===== config.mk =====
export PLATFORM = sky130hd
export DESIGN_NAME = bus_converter
export DESIGN_NICKNAME = d
export VERILOG_FILES = /design/src/rtl/cga_pkg.sv /design/src/rtl/bus_converter.sv
export SDC_FILE = /design/constraint.sdc
export NUM_CORES = 1
export LEC_CHECK = 0
export ABC_AREA = 1
export BUFFER_PORTS_ARGS = -buffer_cell sky130_fd_sc_hd__buf_4
export CAP_MARGIN = 40
export CORE_UTILIZATION = 43
export CTS_CLUSTER_DIAMETER = 100
export DETAILED_ROUTE_END_ITERATION = 10
export GPL_ROUTABILITY_DRIVEN = 1
export PLACE_DENSITY_LB_ADDON = 0.3
export SKIP_LAST_GASP = 1
export SYNTH_ARGS = -nofsm -noshare
export SYNTH_HDL_FRONTEND = slang
export SYNTH_SLANG_ARGS = --single-unit
export TNS_END_PERCENT = 100

===== constraint.sdc =====
create_clock -name clock -period 1.95 [get_ports clock]
set_input_delay 0.4875 -clock clock [delete_from_list [all_inputs] [get_ports clock]]
set_output_delay 0.4875 -clock clock [all_outputs]
set_load 0.005 [all_outputs]

===== src/rtl/cga_pkg.sv =====
// Field widths assume AW of at most 16 bits and a 14-bit host word address
`default_nettype none

package cga_pkg;

    localparam int MAX_AW = 16;                 // Widest RAM byte address allowed

    // Host memory request, held by the host until ack
    typedef struct packed {
        logic [13:0] addr;                      // Word address
        logic [15:0] wdata;
        logic [1:0]  bytesel;                   // Bit 0 low byte, bit 1 high byte
        logic        we;
    } mem_req_t;

    // One byte access on a RAM port
    typedef struct packed {
        logic              en;
        logic              we;
        logic [MAX_AW-1:0] addr;                // Users take the low AW bits
        logic [7:0]        data;
    } vram_port_t;

    // Display configuration from the register block
    typedef struct packed {
        logic [15:0] start_addr;                // CRTC regs 0C/0D
        logic        video_en;                  // Mode bit 3
        logic [3:0]  bg_color;
        logic        pal_sel;
        logic        intensity;
    } crtc_cfg_t;

    // One output pixel, all fields active high
    typedef struct packed {
        logic       hsync;
        logic       vsync;
        logic       hblank;
        logic       vblank;
        logic       de;
        logic [3:0] color;                      // Colour index, no DAC
    } video_t;

    // I/O word addresses, port number shifted right by one
    localparam logic [19:1] CRTC_WORD_ADDR = 19'h001EA;  // 3D4 index, 3D5 data
    localparam logic [19:1] MODE_WORD_ADDR = 19'h001EC;  // 3D8 mode, 3D9 colour select

    // CRTC indices for the display start address
    localparam logic [7:0] CRTC_START_HI = 8'h0C;
    localparam logic [7:0] CRTC_START_LO = 8'h0D;

    // Palettes indexed by pixel value 1 to 3
    typedef logic [3:1][3:0] palette_t;
    localparam palette_t PALETTE0 = {4'd6, 4'd4, 4'd2};  // Green, red, brown
    localparam palette_t PALETTE1 = {4'd7, 4'd5, 4'd3};  // Cyan, magenta, grey

endpackage

`default_nettype wire

===== src/rtl/bus_converter.sv =====
// Host holds memaccess and req until ack; bytesel 00 completes without touching the RAM
`default_nettype none

module bus_converter #(
    parameter int AW = 14
) (
    input  logic                clock,
    input  logic                rst_n,
    input  logic                memaccess,
    input  cga_pkg::mem_req_t   req,
    output logic [15:0]         rdata,
    output logic                ack,
    output cga_pkg::vram_port_t ram_req,
    input  logic [7:0]          ram_rdata
);

    typedef enum logic [2:0] {
        S_IDLE,                                 // Waiting for memaccess
        S_ONE,                                  // Single byte in flight
        S_LO,                                   // Low byte in flight, high byte next
        S_HI,                                   // High byte in flight
        S_ACK                                   // Last byte returning
    } state_t;

    state_t        state;
    logic          req_en;
    logic          req_we;
    logic [15:0]   req_addr;
    logic [7:0]    req_data;
    logic [7:0]    lo_q;                        // Low byte of a two-byte read
    logic [AW-1:0] lo_addr;
    logic [AW-1:0] hi_addr;
    logic [15:0]   word;

    // Byte addresses wrap at 2^AW
    assign lo_addr = AW'({req.addr, 1'b0});
    assign hi_addr = AW'({req.addr, 1'b1});

    always_ff @(posedge clock) begin
        if (!rst_n) begin
            state  <= S_IDLE;
            req_en <= 1'b0;
            req_we <= 1'b0;
        end else begin
            case (state)
                S_IDLE: begin
                    if (memaccess) begin
                        req_en <= |req.bytesel;
                        req_we <= req.we;
                        state  <= (&req.bytesel) ? S_LO : S_ONE;
                    end
                end
                S_LO: state <= S_HI;            // High byte goes out now
                S_ONE, S_HI: begin
                    req_en <= 1'b0;
                    req_we <= 1'b0;
                    state  <= S_ACK;
                end
                default: state <= S_IDLE;       // Back to idle after ack
            endcase
        end
    end

    // Byte address and write data
    always_ff @(posedge clock) begin
        if (state == S_IDLE) begin
            req_addr <= 16'(req.bytesel[0] ? lo_addr : hi_addr);
            req_data <= req.bytesel[0] ? req.wdata[7:0] : req.wdata[15:8];
        end else if (state == S_LO) begin
            req_addr <= 16'(hi_addr);
            req_data <= req.wdata[15:8];
        end
        if (state == S_HI)
            lo_q <= ram_rdata;                  // Low byte returns here
    end

    assign ram_req = '{en: req_en, we: req_we, addr: req_addr, data: req_data};

    // Unselected bytes read zero
    always_comb begin
        case (req.bytesel)
            2'b01:   word = {8'h00, ram_rdata};
            2'b10:   word = {ram_rdata, 8'h00};
            2'b11:   word = {ram_rdata, lo_q};
            default: word = 16'h0000;
        endcase
    end

    assign ack   = (state == S_ACK);
    assign rdata = (ack && memaccess && !req.we) ? word : 16'h0000;

    // One ack per request, idle cycle always follows
    assert property (@(posedge clock) disable iff (!rst_n) ack |=> !ack)
        else $error("bus_converter: ack high on two consecutive cycles");

endmodule

`default_nettype wire


==> flow_summary.ini <==
[logic_synthesis]
synth_flop_cell = edfxtp_1
synth-edff-count = 30
ys_seq_elements = 35
synth_warnings = 0
netlist_area_sq_um = 1514
yosysSeqAreaShare = 0.6612
postSynthAreaPerCell_sq_um = 10.51
synth_top_area_cell = edfxtp_1
synth-async-reset-ratio = 0
synth_cell_types = 19
synthCells = 144
synth_area_leaders = edfxtp_1, nand2_1, dfxtp_1, nor2_1, nand3_1
synth_most_common_cell = nand2_1
synth_common_cells = nand2_1, edfxtp_1, nor2_1
yosysTopAreaCellShare = 0.5950

[detailed_routing]
drtIter0Drc = 47
ant_nets = 0
first_pass_iters = 4
wl_met1_mm = 1.275
viasPerCell = 4.595
met3_length_microns = 313
wl_per_cell_microns = 11.23
routed_wl_mm = 3.133
num_vias = 1282
highest_layer = met4
wl_met2_mm = 1.497
drc = 0

[floorplan]
rows = 21
fp.dieW_microns = 61.34
start_util = 0.4501
core_area_sq_um = 3363
ios = 87
die_h_microns = 61.34
die_area_sq_um = 3762

[global_route]
track_usage = 0.1714
grt_pass1_vias = 1073
overflow = 0
grt_max_degree = 21
antenna_found_initial = 0
grt_pass1_wl_mm = 4.595

[cts]
root_buffer = clkbuf_4
clock-sinks = 35
cts_buffers = 5
path_clk_slew_ps = 100
cts_hold_buffers = 0
cts_tree = done
clockBufferDepth = 2
clk_latency_ps = 330
h-tree-depth = 2

[timing]
setup_viol = 0
fin_skew_ps = 9.827
hold_violations = 0
rsz0062_at_grt = true
finalCritPeriodShare = 0.9924
hold_slack_ps = 329.1
maxSlewViolCount = 0
period_minus_slack_ps = 1935
max_freq_ghz = 0.5167

[worst_setup_path]
r2r_end = req_data[6]
reg2reg_depth = 6
critPathLaunchType = flop
r2r_start = state[2]
crit_chain = nand2_2, nor2_4, nand3_2, nor2_1, buf_4
path_class = reg -> out
worst_ep_required_time_ps = 1460
end_kind = output port
critPathCapture = rdata[10]
r2r_slack_ps = 600
slowest_stage = dfxtp_2
worstSetupStartpoint = state[2]
cpPeakStageDelay_ps = 380
crit_arrival_ps = 1450
crit_fanout = 4

[worst_hold_path]
min_path_type = in -> reg

[placed_design]
dp_hpwl_mm = 2.209
portBuffers = 83
placedInstanceArea_sq_um = 2170
gp_congestion = 0.7104

[run_status]
outcome = complete, no violations

[finish]
area_delta_synth_final_pct = 50.41
post-route-cell-area_sq_um = 2277
drive_gt1_frac = 0.4893
nets = 277
num_antenna_cells = 0

[pwr]
p_leak_nw = 1.047
p_per_area_nw_per_um2 = 670.0
ir_drop_mv = 0.3692

[flow_run]
maxCapViolCount = 0
==> routing by layer <==
layer	up-vias	global-route usage
met2	63	0.2919
met5	-	0
met4	0	0.06667
met1	564	0.1943
li1	649	-
met3	6	0.06723
==> kinds of logic (layout without fill, tap and decap cells) <==
family,count (synthesis),in the layout,share of synthesized area
compound gates,12,12,0.05372
buf+inv,22,109,0.07273
flops,35,35,0.6612
other cells,1,2,0.002477
simple gates,74,75,0.2099
==> critical path, delay by kind of cell (launching register included) <==
family	cells	cell delay (ps)
DFF	1	380
buffers and inverters	1	120
and+or+nand+nor	4	620
==> sequential cells by signal (all words and copies together), names as in the netlist <==
signal / flops
req_en: 1
req_addr: 14
state: 3
req_we: 1
lo_q: 8
req_data: 8
==> worst min path at each step <==
stage	from	end	slack, ps	cells after the start
2_1_floorplan	req_we	req_we	440	2
3_3_place_gp	req_we	req_we	450	2
3_5_place_dp	req_we	req_we	470	2
4_1_cts	req[28]	req_addr[10]	320	1
5_1_grt	req[23]	req_addr[5]	310	1
6_report	req[29]	req_addr[11]	330	1
==> layout make-up <==
type,count,area (sq um)
clock inverter,2,8.758
inverter,15,58.81
multi-input combinational,89,457.9
clock buffer,5,37.54
tap,46,57.56
sequential,35,1003
fill,283,1086
timing repair buffer,87,653.1
==> report_power, final <==
part	internal (mW)	switching, mW	total (mW)
sequential	0.884	0.0186	0.903
clock	0.128	0.220	0.348
combinational	0.149	0.126	0.275
==> cell usage in the layout, fill, tap and decap left out, drive strengths merged <==
master	count
a21oi	11
buf	87
clkbuf	5
clkinv	3
conb	2
dfxtp	5
edfxtp	30
inv	14
nand2	45
nand3	10
nand4	2
nor2	18
o211ai	1
==> metrics by stage <==
stage,setup slack (ps),cells,setup TNS (ps),utilization,power (mW)
finish,14.81,279,0,0.6771,1.526
global route,-56.64,279,-261.3,0.6771,1.611
CTS,18.73,277,0,0.6622,1.535
global placement,133.1,270,0,0.6451,1.182
floorplan,416.5,145,0,-,1.022
detailed placement,125.8,270,0,0.6451,1.187
==> timing repair <==
action / in CTS / in global routing
gates cloned: 0 / 1
pin swaps: 0 / 3
setup buffers: 0 / 1
endpoints found under the setup margin: 13 / 7
gates resized for setup: 3 / 9
Power figures use the tool's default switching activity.
