File: config.mk
export PLATFORM = sky130hd
export DESIGN_NAME = raster_scanner
export DESIGN_NICKNAME = d
export VERILOG_FILES = /design/src/rtl/cga_pkg.sv /design/src/rtl/raster_scanner.sv
export SDC_FILE = /design/constraint.sdc
export NUM_CORES = 1
export LEC_CHECK = 0
export ABC_CLOCK_PERIOD_IN_PS = 7200
export BUFFER_PORTS_ARGS = -buffer_cell sky130_fd_sc_hd__buf_2
export CORE_MARGIN = 2
export CORE_UTILIZATION = 28
export CTS_BUF_LIST = sky130_fd_sc_hd__clkbuf_4 sky130_fd_sc_hd__clkbuf_8
export CTS_CLUSTER_SIZE = 20
export DETAILED_ROUTE_END_ITERATION = 8
export GPL_ROUTABILITY_DRIVEN = 0
export PLACE_DENSITY_LB_ADDON = 0.12
export SLEW_MARGIN = 20
export SYNTH_ARGS = -nofsm -noshare
export SYNTH_HDL_FRONTEND = slang
export SYNTH_SLANG_ARGS = --single-unit
File: constraint.sdc
create_clock -name clock -period 7.2 [get_ports clock]
set_input_delay 0 -clock clock [delete_from_list [all_inputs] [get_ports clock]]
set_output_delay 0 -clock clock [all_outputs]
set_load 0.005 [all_outputs]
File: src/rtl/cga_pkg.sv
// Field widths assume AW of at most 16 bits and a 14-bit host word address
`default_nettype none

package cga_pkg;

    localparam int MAX_AW = 16;                 // Widest RAM byte address allowed

    // Host memory request, held by the host until ack
    typedef struct packed {
        logic [13:0] addr;                      // Word address
        logic [15:0] wdata;
        logic [1:0]  bytesel;                   // Bit 0 low byte, bit 1 high byte
        logic        we;
    } mem_req_t;

    // One byte access on a RAM port
    typedef struct packed {
        logic              en;
        logic              we;
        logic [MAX_AW-1:0] addr;                // Users take the low AW bits
        logic [7:0]        data;
    } vram_port_t;

    // Display configuration from the register block
    typedef struct packed {
        logic [15:0] start_addr;                // CRTC regs 0C/0D
        logic        video_en;                  // Mode bit 3
        logic [3:0]  bg_color;
        logic        pal_sel;
        logic        intensity;
    } crtc_cfg_t;

    // One output pixel, all fields active high
    typedef struct packed {
        logic       hsync;
        logic       vsync;
        logic       hblank;
        logic       vblank;
        logic       de;
        logic [3:0] color;                      // Colour index, no DAC
    } video_t;

    // I/O word addresses, port number shifted right by one
    localparam logic [19:1] CRTC_WORD_ADDR = 19'h001EA;  // 3D4 index, 3D5 data
    localparam logic [19:1] MODE_WORD_ADDR = 19'h001EC;  // 3D8 mode, 3D9 colour select

    // CRTC indices for the display start address
    localparam logic [7:0] CRTC_START_HI = 8'h0C;
    localparam logic [7:0] CRTC_START_LO = 8'h0D;

    // Palettes indexed by pixel value 1 to 3
    typedef logic [3:1][3:0] palette_t;
    localparam palette_t PALETTE0 = {4'd6, 4'd4, 4'd2};  // Green, red, brown
    localparam palette_t PALETTE1 = {4'd7, 4'd5, 4'd3};  // Cyan, magenta, grey

endpackage

`default_nettype wire
File: src/rtl/raster_scanner.sv
// Every timing value must be at least 1 and H_ACTIVE a multiple of 4; de waits for the first vsync
`default_nettype none

module raster_scanner #(
    parameter int AW       = 14,
    parameter int H_ACTIVE = 320,
    parameter int H_FRONT  = 16,
    parameter int H_SYNC   = 32,
    parameter int H_BACK   = 32,
    parameter int V_ACTIVE = 200,
    parameter int V_FRONT  = 20,
    parameter int V_SYNC   = 4,
    parameter int V_BACK   = 38
) (
    input  logic                clock,
    input  logic                rst_n,
    input  cga_pkg::crtc_cfg_t  cfg,
    output cga_pkg::vram_port_t ram_req,
    input  logic [7:0]          ram_rdata,
    output cga_pkg::video_t     video
);

    import cga_pkg::*;

    localparam int H_TOTAL = H_ACTIVE + H_FRONT + H_SYNC + H_BACK;
    localparam int V_TOTAL = V_ACTIVE + V_FRONT + V_SYNC + V_BACK;
    localparam int HW      = $clog2(H_TOTAL);
    localparam int VW      = $clog2(V_TOTAL);

    localparam logic [HW-1:0] H_END    = HW'(H_ACTIVE);
    localparam logic [HW-1:0] HS_BEGIN = HW'(H_ACTIVE + H_FRONT);
    localparam logic [HW-1:0] HS_END   = HW'(H_ACTIVE + H_FRONT + H_SYNC);
    localparam logic [HW-1:0] H_LAST   = HW'(H_TOTAL - 1);
    localparam logic [VW-1:0] V_END    = VW'(V_ACTIVE);
    localparam logic [VW-1:0] VS_BEGIN = VW'(V_ACTIVE + V_FRONT);
    localparam logic [VW-1:0] VS_END   = VW'(V_ACTIVE + V_FRONT + V_SYNC);
    localparam logic [VW-1:0] V_LAST   = VW'(V_TOTAL - 1);
    localparam logic [AW-1:0] LINE_BYTES = AW'(H_ACTIVE / 4);   // Four pixels per byte

    logic [HW-1:0] hcnt;
    logic [VW-1:0] vcnt;
    logic [AW-1:0] line_base;                   // Offset of current line
    logic [AW-1:0] fetch_addr;
    logic          armed;                       // Set once the first vsync starts
    logic          line_end;
    logic          hblank;
    logic          vblank;
    logic          hsync;
    logic          vsync;
    logic          active;
    logic [4:0]    s1_timing;                   // hsync, vsync, hblank, vblank, de
    logic [1:0]    s1_phase;                    // x mod 4 of the returning byte
    logic [1:0]    pix;
    logic [3:0]    color;

    assign line_end = (hcnt == H_LAST);

    always_ff @(posedge clock) begin
        if (!rst_n) begin
            hcnt      <= '0;
            vcnt      <= '0;
            line_base <= '0;
            armed     <= 1'b0;
        end else begin
            hcnt <= line_end ? '0 : hcnt + 1'b1;
            if (line_end) begin
                if (vcnt == V_LAST) begin
                    vcnt      <= '0;
                    line_base <= '0;            // New frame
                end else begin
                    vcnt <= vcnt + 1'b1;
                    if (!vblank)
                        line_base <= line_base + LINE_BYTES;
                end
            end
            if (vsync)
                armed <= 1'b1;
        end
    end

    // Line order is active, front porch, sync, back porch
    assign hblank = (hcnt >= H_END);
    assign vblank = (vcnt >= V_END);
    assign hsync  = (hcnt >= HS_BEGIN) && (hcnt < HS_END);
    assign vsync  = (vcnt >= VS_BEGIN) && (vcnt < VS_END);
    assign active = !hblank && !vblank;

    // One fetch per active pixel, wraps at 2^AW
    assign fetch_addr = cfg.start_addr[AW-1:0] + line_base + AW'(hcnt >> 2);
    assign ram_req    = '{en: active, we: 1'b0, addr: 16'(fetch_addr), data: 8'h00};

    // Byte returns one cycle later, bits 7:6 hold the leftmost pixel
    assign pix = ram_rdata[{~s1_phase, 1'b0} +: 2];

    always_comb begin
        if (!s1_timing[0] || !cfg.video_en)
            color = 4'h0;                       // Blanked or video off
        else if (pix == 2'd0)
            color = cfg.bg_color;
        else if (cfg.pal_sel)
            color = PALETTE1[pix] + {cfg.intensity, 3'b000};
        else
            color = PALETTE0[pix] + {cfg.intensity, 3'b000};
    end

    // Two-stage pipeline keeps timing and colour aligned
    always_ff @(posedge clock) begin
        if (!rst_n) begin
            s1_timing <= '0;
            s1_phase  <= '0;
            video     <= '0;
        end else begin
            s1_timing <= {hsync, vsync, hblank, vblank, active && armed};
            s1_phase  <= hcnt[1:0];
            video     <= {s1_timing, color};
        end
    end

    // Pixels only appear inside the visible area
    assert property (@(posedge clock) disable iff (!rst_n)
        video.de |-> (!video.hblank && !video.vblank))
        else $error("raster_scanner: de during blanking");

endmodule

`default_nettype wire

==> results.yml <==
clock_network:
  cts_sinks: 45
  htreeDepth: 2
  clock_tree.root_cell: "clkbuf_8"
  cts_tree: "yes"
  clk_pin_slew_worst_paths_ns: 0.09
  post_cts_resized: 0
  clk_latency_ns: 0.30
  cts_buffers: 5
  post_cts_buffers: 0
  cts_buffer_depth: 2
timing:
  worst_slew_pin_slew_ns: 0.708
  tns_ns: 0
  fmax_mhz: 335
  finalSetupViolCount: 0
  finalHoldViolCount: 0
  timing.final.crit_share: 0.414
  holdWs_ns: 0.0131
  rsz0062_at_grt: "no"
  slew_violations: 0
  fin_crit_ns: 2.98
  finalClockSkew_ns: 0.0115
  maxSlewHeadroom: 0.528
critical_path:
  timing.rr.start: "hcnt[0]"
  crit_family: "adder cells"
  critical_path.startpoint_type: "register"
  r2r_slack_ns: 5.08
  crit_slowest_cell: "or4b_2"
  criticalPathCategory: "reg -> out"
  max_stage_delay_ns: 0.65
  rr_worst_depth: 5
  cp-end-kind: "primary output"
  path_buf_inv: 1
  worstPathCellList: "fa_1 > ha_1 > nand3_1 > o31ai_1 > a21oi_1 > or4b_2 > nand3_1 > buf_2"
  cp.required_ns: 7.20
  timing.critical_path.mode_cell: "nand3_1"
  timing.rr.end: "line_base[11]"
  path_max_fanout: 7
  arrival_ns: 2.98
final_layout:
  layout_common_cells: "buf_2, dfxtp_1, nor2_1"
  n_antenna_cell: 0
  fillers: 1007
  finish.instance_area_mm2: 0.00328
  multi_input_area_mm2: 0.00171
  final_util: 0.342
  drive_gt1_frac: 0.208
  syn_to_final_growth_pct: 20.1
  fin_nets: 429
  final_common_cell: "buf_2"
  final-seq-area_um2: 901
logic_synthesis:
  ys_ff_latch: 45
  yosysTopAreaCellShare: 0.330
  avgSynthCellArea_um2: 9.01
  synthTopCellsByArea: "dfxtp_1, ha_1, xnor2_1, nor2_1, buf_4"
  synthFlopType: "dfxtp_1"
  synth.distinct_cells: 49
  synth_largest_area_cell: "dfxtp_1"
  yosysSeqAreaShare: 0.330
  synth_edf_count: 0
  ys_async_sr_fraction: 0
  syn_area_mm2: 0.00273
  synthCells: 303
  synth_warnings: 0
floorplan:
  core_area_mm2: 0.00959
  fp.dieW_um: 103
  pin_count: 68
  die_h_um: 103
  dieArea_mm2: 0.0106
  num_rows: 36
  initial_core_util: 0.284
routing:
  ant_nets: 0
  drtIter0Drc: 48
  firstDrtPassIters: 4
  routed_wl_um: 5910
  drc: 0
  via_count: 2238
  wl_per_cell_um: 11.9
  viasPerCell: 4.49
place:
  portBuffers: 54
  post-dp-hpwl_um: 4580
  dpl_cell_area_mm2: 0.00310
worst_hold_path:
  holdPathEnd: "video[2]"
  whs_path_depth: 3
  holdCritPathClass: "in -> reg"
  min_from: "cfg[6]"
power_and_ir_drop:
  ir_drop_uv: 69.9
  power.total_uw: 500
  p_per_area_mw_per_mm2: 153
  p_leak_nw: 1.46
flow_run:
  maxCapViolCount: 0
global_route:
  antenna_found_initial: 0
  grt_pass1_wl_um: 9680
  grt_overflow: 0
  grt_pass1_vias: 2046
  grt_usage: 0.116
  grt_max_degree: 16
status:
  status: "completed"
## cells in the mapped netlist (all sizes together), types with 2 or more instances
library cell and n:
dfxtp 45, nor2 40, ha 28, xnor2 19
nand2 17, a21oi 16, buf 15, nand3 15
inv 13, o21ai 10, xor2 10, a21o 7
and3 6, and2 5, nor3 5, or3 5
fa 4, a31oi 3, nand2b 3, o21bai 3
a211oi 2, mux2i 2, mux4 2, nand3b 2
nand4 2, nor2b 2, nor4b 2, o31ai 2
or4b 2
## metal layers
| metal | track usage | wire [µm] | up-vias |
|---|---|---|---|
| met5 | 0 | 0 | - |
| met4 | 0.0277 | 57 | 0 |
| met3 | 0.0217 | 304 | 5 |
| met2 | 0.196 | 2800 | 50 |
| met1 | 0.154 | 2760 | 1024 |
| li1 | - | - | 1159 |
## sequential cells by signal (all words and copies together), names as in the netlist
name	count
s1_timing	5
line_base	10
video	9
vcnt	9
armed	1
s1_phase	2
hcnt	9
## cell families after synthesis
kind of cell    share of synthesized area
compound gates                      0.125
xor+xnor                           0.0931
fa+ha+maj                           0.158
buf+inv                            0.0591
flops                               0.330
mux                                0.0238
other cells                       0.00137
simple gates                        0.210
## power breakdown
part	internal (mW)	switching, mW	leakage (nW)
sequential	0.251	0.00195	0.363
combinational	0.0238	0.0234	1.03
clock	0.117	0.0836	0.0619
total	0.392	0.109	1.46
## how the worst max path moves through the flow
stage | from | endpoint | slack, ns | depth (start not counted)
global route | hcnt[7] | ram_req[18] | 4.04 | 8
detailed placement | hcnt[6] | ram_req[18] | 4.56 | 8
finish | hcnt[6] | ram_req[18] | 4.22 | 8
floorplan | hcnt[6] | ram_req[18] | 4.87 | 7
CTS | hcnt[7] | ram_req[18] | 4.20 | 8
global placement | hcnt[6] | ram_req[18] | 4.53 | 8
## tightest hold or removal path, cell delays in order
cell and delay (ns):
buf_2 0.07, nand2_1 0.09, nor2_1 0.11
## metrics by stage
step	setup slack, ns	std cells
floorplan	4.87	313
global placement	4.53	484
detailed placement	4.56	484
CTS	4.20	498
global route	4.04	498
finish	4.22	498
## repair_timing
item                                   in CTS  in global routing
setup endpoints to repair                   0                  0
hold buffers                                6                  0
endpoints found under the hold margin       4                  0
## final cells by class
class | count | share of cell area
clock buffers | 7 | 0.0275
multi-input cells | 238 | 0.521
flip-flops and latches | 45 | 0.275
inverters | 14 | 0.0160
repair buffers | 60 | 0.101
well taps | 133 | 0.0508
clock inverters | 1 | 0.00916
No activity file was read; power rests on OpenSTA's default activity.
