`src/rtl/cga_pkg.sv`:
```
// Field widths assume AW of at most 16 bits and a 14-bit host word address
`default_nettype none

package cga_pkg;

    localparam int MAX_AW = 16;                 // Widest RAM byte address allowed

    // Host memory request, held by the host until ack
    typedef struct packed {
        logic [13:0] addr;                      // Word address
        logic [15:0] wdata;
        logic [1:0]  bytesel;                   // Bit 0 low byte, bit 1 high byte
        logic        we;
    } mem_req_t;

    // One byte access on a RAM port
    typedef struct packed {
        logic              en;
        logic              we;
        logic [MAX_AW-1:0] addr;                // Users take the low AW bits
        logic [7:0]        data;
    } vram_port_t;

    // Display configuration from the register block
    typedef struct packed {
        logic [15:0] start_addr;                // CRTC regs 0C/0D
        logic        video_en;                  // Mode bit 3
        logic [3:0]  bg_color;
        logic        pal_sel;
        logic        intensity;
    } crtc_cfg_t;

    // One output pixel, all fields active high
    typedef struct packed {
        logic       hsync;
        logic       vsync;
        logic       hblank;
        logic       vblank;
        logic       de;
        logic [3:0] color;                      // Colour index, no DAC
    } video_t;

    // I/O word addresses, port number shifted right by one
    localparam logic [19:1] CRTC_WORD_ADDR = 19'h001EA;  // 3D4 index, 3D5 data
    localparam logic [19:1] MODE_WORD_ADDR = 19'h001EC;  // 3D8 mode, 3D9 colour select

    // CRTC indices for the display start address
    localparam logic [7:0] CRTC_START_HI = 8'h0C;
    localparam logic [7:0] CRTC_START_LO = 8'h0D;

    // Palettes indexed by pixel value 1 to 3
    typedef logic [3:1][3:0] palette_t;
    localparam palette_t PALETTE0 = {4'd6, 4'd4, 4'd2};  // Green, red, brown
    localparam palette_t PALETTE1 = {4'd7, 4'd5, 4'd3};  // Cyan, magenta, grey

endpackage

`default_nettype wire
```
`src/rtl/crtc_regs.sv`:
```
// Only CRTC indices 0C/0D exist; a data write uses the index stored before the access
`default_nettype none

module crtc_regs (
    input  logic               clock,
    input  logic               rst_n,
    input  logic               regaccess,
    input  logic [19:1]        addr,
    input  logic [15:0]        wdata,
    input  logic [1:0]         bytesel,
    input  logic               we,
    output logic [15:0]        rdata,
    output logic               ack,
    output cga_pkg::crtc_cfg_t cfg
);

    import cga_pkg::*;

    logic [7:0]  crtc_index;
    logic [7:0]  start_hi;
    logic [7:0]  start_lo;
    logic [7:0]  mode_reg;                      // Bit 3 video enable
    logic [5:0]  color_reg;                     // Bg 3:0, intensity 4, palette 5
    logic        new_access;
    logic        crtc_hit;
    logic        mode_hit;
    logic [7:0]  crtc_data;
    logic [15:0] rd_word;

    assign new_access = regaccess && !ack;      // First cycle only
    assign crtc_hit   = (addr == CRTC_WORD_ADDR);
    assign mode_hit   = (addr == MODE_WORD_ADDR);

    // Indexed register read
    always_comb begin
        case (crtc_index)
            CRTC_START_HI: crtc_data = start_hi;
            CRTC_START_LO: crtc_data = start_lo;
            default:       crtc_data = 8'h00;
        endcase
    end

    always_comb begin
        rd_word = 16'h0000;                     // Unknown address
        if (crtc_hit)
            rd_word = {crtc_data, crtc_index};
        else if (mode_hit)
            rd_word = {2'b00, color_reg, mode_reg};
        rd_word = rd_word & {{8{bytesel[1]}}, {8{bytesel[0]}}};
    end

    always_ff @(posedge clock) begin
        if (!rst_n) begin
            ack        <= 1'b0;
            rdata      <= 16'h0000;
            crtc_index <= 8'h00;
            start_hi   <= 8'h00;
            start_lo   <= 8'h00;
            mode_reg   <= 8'h00;                // Video off
            color_reg  <= 6'h00;
        end else begin
            ack   <= new_access;                // Exactly one cycle later
            rdata <= (new_access && !we) ? rd_word : 16'h0000;
            if (new_access && we && crtc_hit) begin
                if (bytesel[0])
                    crtc_index <= wdata[7:0];
                if (bytesel[1]) begin
                    case (crtc_index)
                        CRTC_START_HI: start_hi <= wdata[15:8];
                        CRTC_START_LO: start_lo <= wdata[15:8];
                        default: ;              // Other indices dropped
                    endcase
                end
            end
            if (new_access && we && mode_hit) begin
                if (bytesel[0])
                    mode_reg <= wdata[7:0];
                if (bytesel[1])
                    color_reg <= wdata[13:8];
            end
        end
    end

    assign cfg.start_addr = {start_hi, start_lo};
    assign cfg.video_en   = mode_reg[3];
    assign cfg.bg_color   = color_reg[3:0];
    assign cfg.intensity  = color_reg[4];
    assign cfg.pal_sel    = color_reg[5];

endmodule

`default_nettype wire

```
`config.mk`:
```
export PLATFORM = sky130hd
export DESIGN_NAME = crtc_regs
export DESIGN_NICKNAME = d
export VERILOG_FILES = /design/src/rtl/cga_pkg.sv /design/src/rtl/crtc_regs.sv
export SDC_FILE = /design/constraint.sdc
export NUM_CORES = 1
export LEC_CHECK = 0
export BUFFER_PORTS_ARGS = -buffer_cell sky130_fd_sc_hd__buf_2
export CAP_MARGIN = 30
export CORE_ASPECT_RATIO = 1.25
export CORE_UTILIZATION = 40
export CTS_BUF_LIST = sky130_fd_sc_hd__clkbuf_4
export DETAILED_ROUTE_END_ITERATION = 10
export PLACE_DENSITY = 0.72
export SETUP_SLACK_MARGIN = 0.1
export SYNTH_ARGS = -nofsm -noshare
export SYNTH_HDL_FRONTEND = slang
export SYNTH_SLANG_ARGS = --single-unit
```
`constraint.sdc`:
```
create_clock -name clock -period 1.8 [get_ports clock]
set_input_delay 0.18 -clock clock [delete_from_list [all_inputs] [get_ports clock]]
set_output_delay 0.18 -clock clock [all_outputs]
set_load 0.05 [all_outputs]
```
==> impl_metrics.yaml, run 1 <==
outcome:
  status: "finished, violations left"
  violations: "setup timing"
clock_tree:
  cts_tree: "done"
  cts_buffers: 5
  cts.sinks: 55
  clk_path_buf_depth: 2
  post_cts_buffers: 0
  clk_pin_slew_ns: 0.15
  h-tree-depth: 2
  insertion_delay_ns: 0.38
  cts_root_buffer: "clkbuf_4"
global_routing:
  antenna_found_initial: 0
  grt_pass1_vias: 2413
  gr-total-overflow: 0
  grt_pass1_wl_mm: 11.6
  track_usage_pct: 22.5
  grt_max_degree: 39
timing:
  worst_slack_ns: -0.190
  finalSetupViolations: 8
  max_slew_margin_pct: 49.2
  hold_violations: 0
  worst_slew_pin_slew_ns: 0.762
  skew_ns: 0.00955
  slew_viol_final: 0
  rsz0062_at_grt: "yes"
  fin_crit_ns: 1.99
  setup_tns_ns: -1.13
  fmax_mhz: 502
  finalCritPeriodShare_pct: 111
placed_design:
  port_buffers: 80
  dpl-instance-area_mm2: 0.00312
  post-dp-hpwl_mm: 5.10
  post-place-ws_ns: -0.262
  place.gp.congestion: 0.832
  dp_cells: 436
routing:
  firstDrtPassIters: 4
  drt_iter0_markers: 238
  drt-total-wl_mm: 7.42
  detail_route.wl_per_cell_um: 16.7
  drc_errors: 0
  vias_per_cell: 5.93
  postRouteAntennaNets: 0
  vias: 2633
floorplanning:
  dieArea_mm2: 0.00655
  num_rows: 31
  start_util_pct: 42.3
  pin_count: 81
  die_width_um: 72.6
  chipHeight_um: 90.3
  core_mm2: 0.00590
pwr:
  finalPower_w: 0.00192
  peakVddDrop_mv: 0.271
  powerDensity_mw_per_mm2: 581
  p_leak_nw: 1.22
  p_comb_share_pct: 7.8
  power.switching_w: 0.000487
  swShare_pct: 25.4
  clkPwrFrac_pct: 28.6
  power.internal_w: 0.00143
  seqPwrFrac_pct: 63.6
hold_path:
  min_to: "ack$_SDFF_PN0_"
  min_path_cells: 3
  min_path_type: "input pin to register"
  hp-start: "rst_n"
cells_and_area:
  drive_gt1_share_pct: 39.8
  fin_area_mm2: 0.00330
  regMostFlops: "rdata"
  largest_reg_flops: 16
  fin_nets: 402
  num_antenna_cells: 0
  areaGrowthSynthToFinish_pct: 32.5
  fin_cells: 444
critical_path:
  r2r-end: "start_hi[3]$_SDFFE_PN0P_"
  required_ns: 2.08
  worstSetupPathType: "register to register"
  worstSetupEndpointType: "register"
  start_kind: "register"
  crit_arrival_ns: 2.27
  regToRegSetupSlack_ns: -0.19
  reg2reg_depth: 4
  cp_max_fo: 8
  timing.rr.start: "crtc_index[7]$_SDFFE_PN0P_"
synthesis:
  syn_nets: 317
  synth_cells: 276
  ys_seq_area_share_pct: 44.2
  yosysUniqueCellTypes: 30
  synth_seq_cells: 55
  yosys_warnings: 0
  avgSynthCellArea_um2: 9.03
  netlist_area_mm2: 0.00249
job:
  drv_cap: 0
## synthesized netlist by cell type, drive strengths merged
| master | n | area [µm²] |
|---|---|---|
| nand3b | 1 | 7.51 |
| or4b | 1 | 13.8 |
| inv | 1 | 3.75 |
| nor4 | 5 | 58.8 |
| nor2b | 3 | 18.8 |
| and3b | 1 | 8.76 |
| nor2 | 5 | 18.8 |
| o2bb2ai | 6 | 52.6 |
| nand2b | 2 | 12.5 |
| nor3 | 1 | 5.00 |
| mux2i | 8 | 80.1 |
| o31ai | 38 | 285 |
| or4 | 4 | 37.5 |
| nand2 | 3 | 11.3 |
| nand4b | 1 | 8.76 |
| or4bb | 1 | 11.3 |
| nand4 | 40 | 250 |
| nor4bb | 2 | 20.0 |
| and4 | 2 | 17.5 |
| nand3 | 18 | 90.1 |
| or3 | 1 | 6.26 |
| a21oi | 46 | 230 |
| dfxtp | 55 | 1100 |
| buf | 6 | 48.8 |
| clkbuf | 25 | 93.8 |
## routing by layer
metal	GRT usage (%)	up-vias	share of wire, %
li1	-	1250	-
met1	28.4	1261	40
met2	37.2	105	52
met3	4.13	17	6.1
met4	8.82	0	2.2
met5	0	-	0
## cell type report
cell class	count	area (µm²)
fillers	595	2590
multi-input cells	189	1380
flip-flops and latches	55	1100
repair buffers	109	659
well taps	82	103
clock buffers	5	37.5
clock inverters	3	18.8
inverters	1	3.75
## metrics by stage
stage | util, % | hold WS, ns
after floorplan | - | 0.310
after global routing | 56.0 | 0.0302
after detailed placement | 52.9 | 0.455
after CTS | 54.2 | 0.0353
after global placement | 52.9 | 0.451
final | 56.0 | 0.0421
## power by group through the flow
stage / Sequential [W] / Clock, W / Combinational [W]
2_1_floorplan: 0.00125 / 0 / 0.0000562
6_report: 0.00122 / 0.000548 / 0.000150
4_1_cts: 0.00122 / 0.000563 / 0.000146
3_3_place_gp: 0.00125 / 0 / 0.000145
3_5_place_dp: 0.00125 / 0 / 0.000146
5_1_grt: 0.00122 / 0.000604 / 0.000161
## worst max-delay path by stage
stage                     slack (ns)  cells past startpoint                         end                       start
after floorplan                -0.16                      6    start_lo[0]$_SDFFE_PN0P_                    addr[19]
after global placement         -0.22                      6    mode_reg[1]$_SDFFE_PN0P_                    addr[19]
after detailed placement       -0.26                      6  crtc_index[6]$_SDFFE_PN0P_                    addr[19]
after CTS                      -0.11                      4    start_hi[6]$_SDFFE_PN0P_  crtc_index[1]$_SDFFE_PN0P_
after global routing           -0.24                      4    start_hi[3]$_SDFFE_PN0P_  crtc_index[7]$_SDFFE_PN0P_
final                          -0.19                      4    start_hi[3]$_SDFFE_PN0P_  crtc_index[7]$_SDFFE_PN0P_
## logic make-up (layout without fill, tap and decap cells)
logic type	after synthesis	in the layout	share of synthesized area (%)
simple gates	91	91	23.9
buf+inv	32	118	5.87
mux	8	8	3.21
flops	55	55	44.2
compound gates	90	90	22.8
## critical path: stages (launching register included)
cell     delay, ns
dfxtp_1       0.34
or4_4         0.53
or4_4         0.67
o31ai_2       0.25
a21oi_1       0.09
## timing repair
item	4_1_cts	5_1_grt
hold buffers	0	0
pin swaps	0	12
gates resized for setup	6	19
setup endpoints to repair	11	24
endpoints found under the hold margin	0	0
## placed cells by master (no fill, tap or decap), types with 2 or more instances in the layout
cell type  instances
nand2_1            3
nor4bb_1           2
nor4_4             3
clkbuf_4           5
nand3_1           18
o31ai_1           26
dfxtp_2            2
o31ai_2            9
nor2_1             5
nand2b_1           2
o31ai_4            3
a21oi_2            2
nor2b_1            3
o2bb2ai_1          5
buf_12             3
clkinv_2           2
mux2i_1            8
a21oi_1           44
buf_4             25
dfxtp_1           53
buf_2             80
or4_4              4
nand4_1           40
No activity file was read; power rests on OpenSTA's default activity.
==> run 2: changes to the inputs <==
Settings changed: REMOVE_ABC_BUFFERS set to 1.
==> run 2 against run 1 <==
The flow still finishes with violations (setup timing). Utilization rose by 0.74 points. Die area unchanged. Sequential power barely moved. Clock skew is 0.0063 ns higher. Combinational power is essentially flat. Clock power hardly changed. Setup slack lost 0.0057 ns. Global-route usage grew 0.14 points. Flip-flop and latch count stayed put. Power grew 0.21%. Final cell count up 0.90%. Register-to-register slack hardly changed. Critical endpoint is now start_hi[5]$_SDFFE_PN0P_. Largest cell class unchanged. Largest power group unchanged.
==> impl_metrics.yaml, run 2 (same netlist as run 1, synthesis figures left out) <==
timing:
  worst_slack_ns: -0.196
  finalCritPeriodShare_pct: 111
  slew_viol_final: 0
  setup_tns_ns: -1.39
  fmax_mhz: 501
  whs_ns: 0.0552
  max_slew_margin_pct: 47.4
  finalSetupViolations: 8
  skew_ns: 0.0158
  worst_slew_pin_slew_ns: 0.789
  rsz0062_at_grt: "yes"
  fin_crit_ns: 2.00
  hold_violations: 0
clock_tree:
  clk_pin_slew_ns: 0.16
  insertion_delay_ns: 0.37
  cts.sinks: 55
  h-tree-depth: 2
  cts_tree: "done"
  clk_path_buf_depth: 2
  cts_buffers: 5
  cts_hold_buf: 0
  cts_root_buffer: "clkbuf_4"
floorplanning:
  start_util_pct: 42.3
  core_mm2: 0.00590
  die_width_um: 72.6
  pin_count: 81
  dieArea_mm2: 0.00655
  num_rows: 31
  chipHeight_um: 90.3
critical_path:
  worstSetupPathType: "register to register"
  start_kind: "register"
  cp-endpoint: "start_hi[5]$_SDFFE_PN0P_"
  required_ns: 2.06
  crit_path_cell_trace: "or4_4 -> or4_4 -> buf_8 -> o31ai_2 -> a21oi_1"
  max_stage_delay_ns: 0.53
  crit_top_cell: "or4_4"
  regToRegSetupSlack_ns: -0.20
  crit_path_top_delay_cell: "or4_4"
  crit_buf_inv: 1
  worst_path_dominant_cell_family: "simple AND/OR/NAND/NOR gates"
  r2r-end: "start_hi[5]$_SDFFE_PN0P_"
  crit_arrival_ns: 2.25
  timing.rr.start: "crtc_index[1]$_SDFFE_PN0P_"
  reg2reg_depth: 5
  startpoint: "crtc_index[1]$_SDFFE_PN0P_"
  worstSetupEndpointType: "register"
  cp_num_cells: 5
  cp_max_fo: 8
global_routing:
  track_usage_pct: 22.6
  gr-total-overflow: 0
  busiest_layer: "met2"
  grt_pass1_vias: 2473
  met1_usage_pct: 28.4
  antenna_found_initial: 0
  grt_max_degree: 39
  grt_pass1_wl_mm: 12.0
  gr-usage-met3_pct: 3.46
  grtUsageMet2_pct: 39.0
routing:
  vias_per_cell: 5.83
  drt_iter0_markers: 190
  postRouteAntennaNets: 0
  vias: 2610
  firstDrtPassIters: 4
  drc_errors: 0
  drt-total-wl_mm: 7.34
  detail_route.wl_per_cell_um: 16.4
cells_and_area:
  final_common_cell: "buf_2"
  final_cell_mix: "buf_2 (80), dfxtp_1 (54), a21oi_1 (45)"
  num_antenna_cells: 0
  fin_nets: 406
  areaGrowthSynthToFinish_pct: 34.3
  largest_reg_flops: 16
  regMostFlops: "rdata"
  drive_gt1_share_pct: 41.5
pwr:
  seqPwrFrac_pct: 63.5
  clkPwrFrac_pct: 28.6
  power.internal_w: 0.00144
  peakVddDrop_mv: 0.287
  p_leak_nw: 1.25
  swShare_pct: 24.8
  powerDensity_mw_per_mm2: 574
  p_comb_share_pct: 7.9
  power.switching_w: 0.000477
outcome:
  violations: "setup timing"
  status: "finished, violations left"
placed_design:
  post-dp-hpwl_mm: 4.95
  port_buffers: 80
  place.gp.congestion: 0.793
hold_path:
  min_path_type: "input pin to register"
  hp-start: "wdata[6]"
job:
  drv_cap: 0
## run 2: changes by cell type in the layout (fill, tap and decap cells not counted), sizes merged
cell	previous run	this run
inv	2	1
buf	109	113
clkbuf	5	6
## run 2: layer usage
metal / vias to the layer above / share of wire, %
met5: - / 0
met4: 0 / 0.78
met3: 6 / 6.6
met2: 105 / 53
met1: 1242 / 40
li1: 1257 / -
## run 2: worst min-delay path by stage
stage,endpoint,slack [ns],cells after the start
4_1_cts,mode_reg[6]$_SDFFE_PN0P_,0.04,3
3_3_place_gp,ack$_SDFF_PN0_,0.44,3
5_1_grt,crtc_index[7]$_SDFFE_PN0P_,0.04,3
2_1_floorplan,ack$_SDFF_PN0_,0.32,2
6_report,mode_reg[6]$_SDFFE_PN0P_,0.06,3
3_5_place_dp,mode_reg[1]$_SDFFE_PN0P_,0.46,2
## run 2: layout make-up
cell class / instances / area (µm²)
Fill cell: 584 / 2550
Timing Repair Buffer: 113 / 684
Clock inverter: 2 / 12.5
Inverter: 1 / 3.75
Clock buffer: 6 / 45.0
Sequential cell: 55 / 1100
Multi-Input combinational cell: 189 / 1400
Tap cell: 82 / 103
## run 2: what timing repair did
| item | CTS | global route |
|---|---|---|
| endpoints found under the setup margin | 22 | 24 |
| resized for setup | 9 | 22 |
| setup buffers | 0 | 0 |
| pin swaps | 0 | 2 |
| gates cloned | 0 | 0 |
## run 2: power groups by stage
stage | Combinational, W | Clock [W] | Sequential [W]
3_3_place_gp | 0.000146 | 0 | 0.00125
6_report | 0.000152 | 0.000550 | 0.00122
4_1_cts | 0.000148 | 0.000573 | 0.00122
2_1_floorplan | 0.0000474 | 0 | 0.00125
5_1_grt | 0.000162 | 0.000616 | 0.00122
3_5_place_dp | 0.000148 | 0 | 0.00125
## run 2: tightest hold or removal path: stages
cell and delay, ns:
buf_2 0.11, nand4_1 0.06, a21oi_1 0.06
## run 2: metrics by stage
step           util [%]  instance area [µm²]  power [W]  worst slack, ns  instances
3_5_place_dp       53.2                 3130    0.00139           -0.277        440
2_1_floorplan         -                 2350    0.00130           -0.525        245
5_1_grt            56.8                 3350    0.00200           -0.251        448
4_1_cts            54.7                 3220    0.00194           -0.169        448
6_report           56.8                 3350    0.00192           -0.196        448
3_3_place_gp       53.2                 3130    0.00139           -0.216        440
==> run 3: changes to the inputs <==
Settings changed: CTS_CLUSTER_DIAMETER set to 120, SKIP_CTS_REPAIR_TIMING set to 1.
==> run 3 against run 2 <==
The flow still finishes with violations (setup timing). Non-clock buffer count did not move. Clock-buffer cell count did not move. Power barely moved. Die area did not move. Global-route usage fell by 0.18 points. Critical path depth did not move. Worst hold slack got worse by 0.0015 ns. Clock skew barely moved. Sequential share of layout area rose by 0.086 points. Flip-flop and latch count did not move. First-iteration DRC count rose by 6.3%. Register-to-register slack barely moved.
==> impl_metrics.yaml, run 3 (same netlist as run 1, synthesis figures left out) <==
placed_design:
  port_buffers: 80
  dpl-instance-area_mm2: 0.00313
  post-dp-hpwl_mm: 4.95
  place.gp.congestion: 0.793
  dp_cells: 440
timing:
  worst_slack_ns: -0.199
  finalSetupViolations: 8
  rsz0062_at_grt: "yes"
  skew_ns: 0.0157
  hold_violations: 0
  fmax_mhz: 500
  fin_crit_ns: 2.00
  slew_viol_final: 0
  setup_tns_ns: -1.41
  max_slew_margin_pct: 47.7
  finalCritPeriodShare_pct: 111
  worst_slew_pin_slew_ns: 0.784
global_routing:
  grt_max_degree: 39
  grt_pass1_vias: 2463
  gr-total-overflow: 0
  antenna_found_initial: 0
  grt_pass1_wl_mm: 11.9
  track_usage_pct: 22.4
routing:
  detail_route.wl_per_cell_um: 16.3
  firstDrtPassIters: 4
  postRouteAntennaNets: 0
  drt_iter0_markers: 202
  drt-total-wl_mm: 7.32
  drc_errors: 0
  vias: 2581
  vias_per_cell: 5.76
critical_path:
  cp_max_fo: 8
  start_kind: "register"
  worstSetupEndpointType: "register"
  worstSetupPathType: "register to register"
  required_ns: 2.06
  crit_arrival_ns: 2.25
clock_tree:
  cts_buffers: 5
  clk_pin_slew_ns: 0.16
  clk_path_buf_depth: 2
  insertion_delay_ns: 0.37
  cts_tree: "done"
  h-tree-depth: 2
  cts_root_buffer: "clkbuf_4"
  cts.sinks: 55
floorplanning:
  pin_count: 81
  die_width_um: 72.6
  chipHeight_um: 90.3
  dieArea_mm2: 0.00655
  start_util_pct: 42.3
  num_rows: 31
  core_mm2: 0.00590
outcome:
  violations: "setup timing"
  status: "finished, violations left"
cells_and_area:
  areaGrowthSynthToFinish_pct: 33.9
  fin_nets: 406
  largest_reg_flops: 16
  drive_gt1_share_pct: 40.7
  fin_area_mm2: 0.00334
  final_common_cell: "buf_2"
  num_antenna_cells: 0
  final_cell_mix: "buf_2 (80), dfxtp_1 (54), a21oi_1 (45)"
  regMostFlops: "rdata"
  fin_cells: 448
job:
  drv_cap: 0
pwr:
  powerDensity_mw_per_mm2: 576
  p_leak_nw: 1.24
  finalPower_w: 0.00192
  peakVddDrop_mv: 0.286
hold_path:
  min_path_type: "input pin to register"
==> run 3: cell type report <==
cell class	instances	area, µm²
clock buffers	6	45.0
clock inverters	2	12.5
fillers	580	2560
inverters	1	3.75
multi-input cells	189	1390
flip-flops and latches	55	1100
well taps	82	103
repair buffers	113	684
==> run 3: path summary, 6_finish.rpt <==
check | start | endpoint | slack, ns | cells past startpoint
max | crtc_index[1]$_SDFFE_PN0P_ | start_hi[5]$_SDFFE_PN0P_ | -0.20 | 5
min | wdata[6] | mode_reg[6]$_SDFFE_PN0P_ | 0.05 | 3
max reg2reg | crtc_index[1]$_SDFFE_PN0P_ | start_hi[5]$_SDFFE_PN0P_ | -0.20 | 5
min reg2reg | mode_reg[7]$_SDFFE_PN0P_ | mode_reg[7]$_SDFFE_PN0P_ | 0.48 | 2
==> run 3: through the flow <==
step	utilization (%)	setup slack (ns)	hold slack (ns)
final	56.6	-0.199	0.0537
after global routing	56.6	-0.251	0.0353
after floorplan	-	-0.525	0.318
after global placement	53.2	-0.216	0.439
after CTS	54.1	-0.205	0.0422
after detailed placement	53.2	-0.277	0.461
==> run 3: critical path, cell delays in order, from the launching register on <==
cell and delay (ns):
dfxtp_2 0.35, or4_4 0.53, or4_4 0.50, buf_8 0.17, o31ai_2 0.25, a21oi_1 0.09
==> run 3: layer usage <==
metal / track usage (%) / vias to the layer above / share of wire [%]
met3: 3.57 / 10 / 5.4
met1: 27.9 / 1226 / 41
met4: 7.03 / 0 / 1.2
li1: - / 1257 / -
met5: 0 / - / 0
met2: 38.8 / 88 / 52
==> run 3: report_power, final <==
part           switching, W  internal, W  total [W]
logic             0.0000938    0.0000577   0.000152
clock network      0.000383     0.000168   0.000551
registers       0.000000485      0.00122    0.00122
total              0.000478      0.00144    0.00192
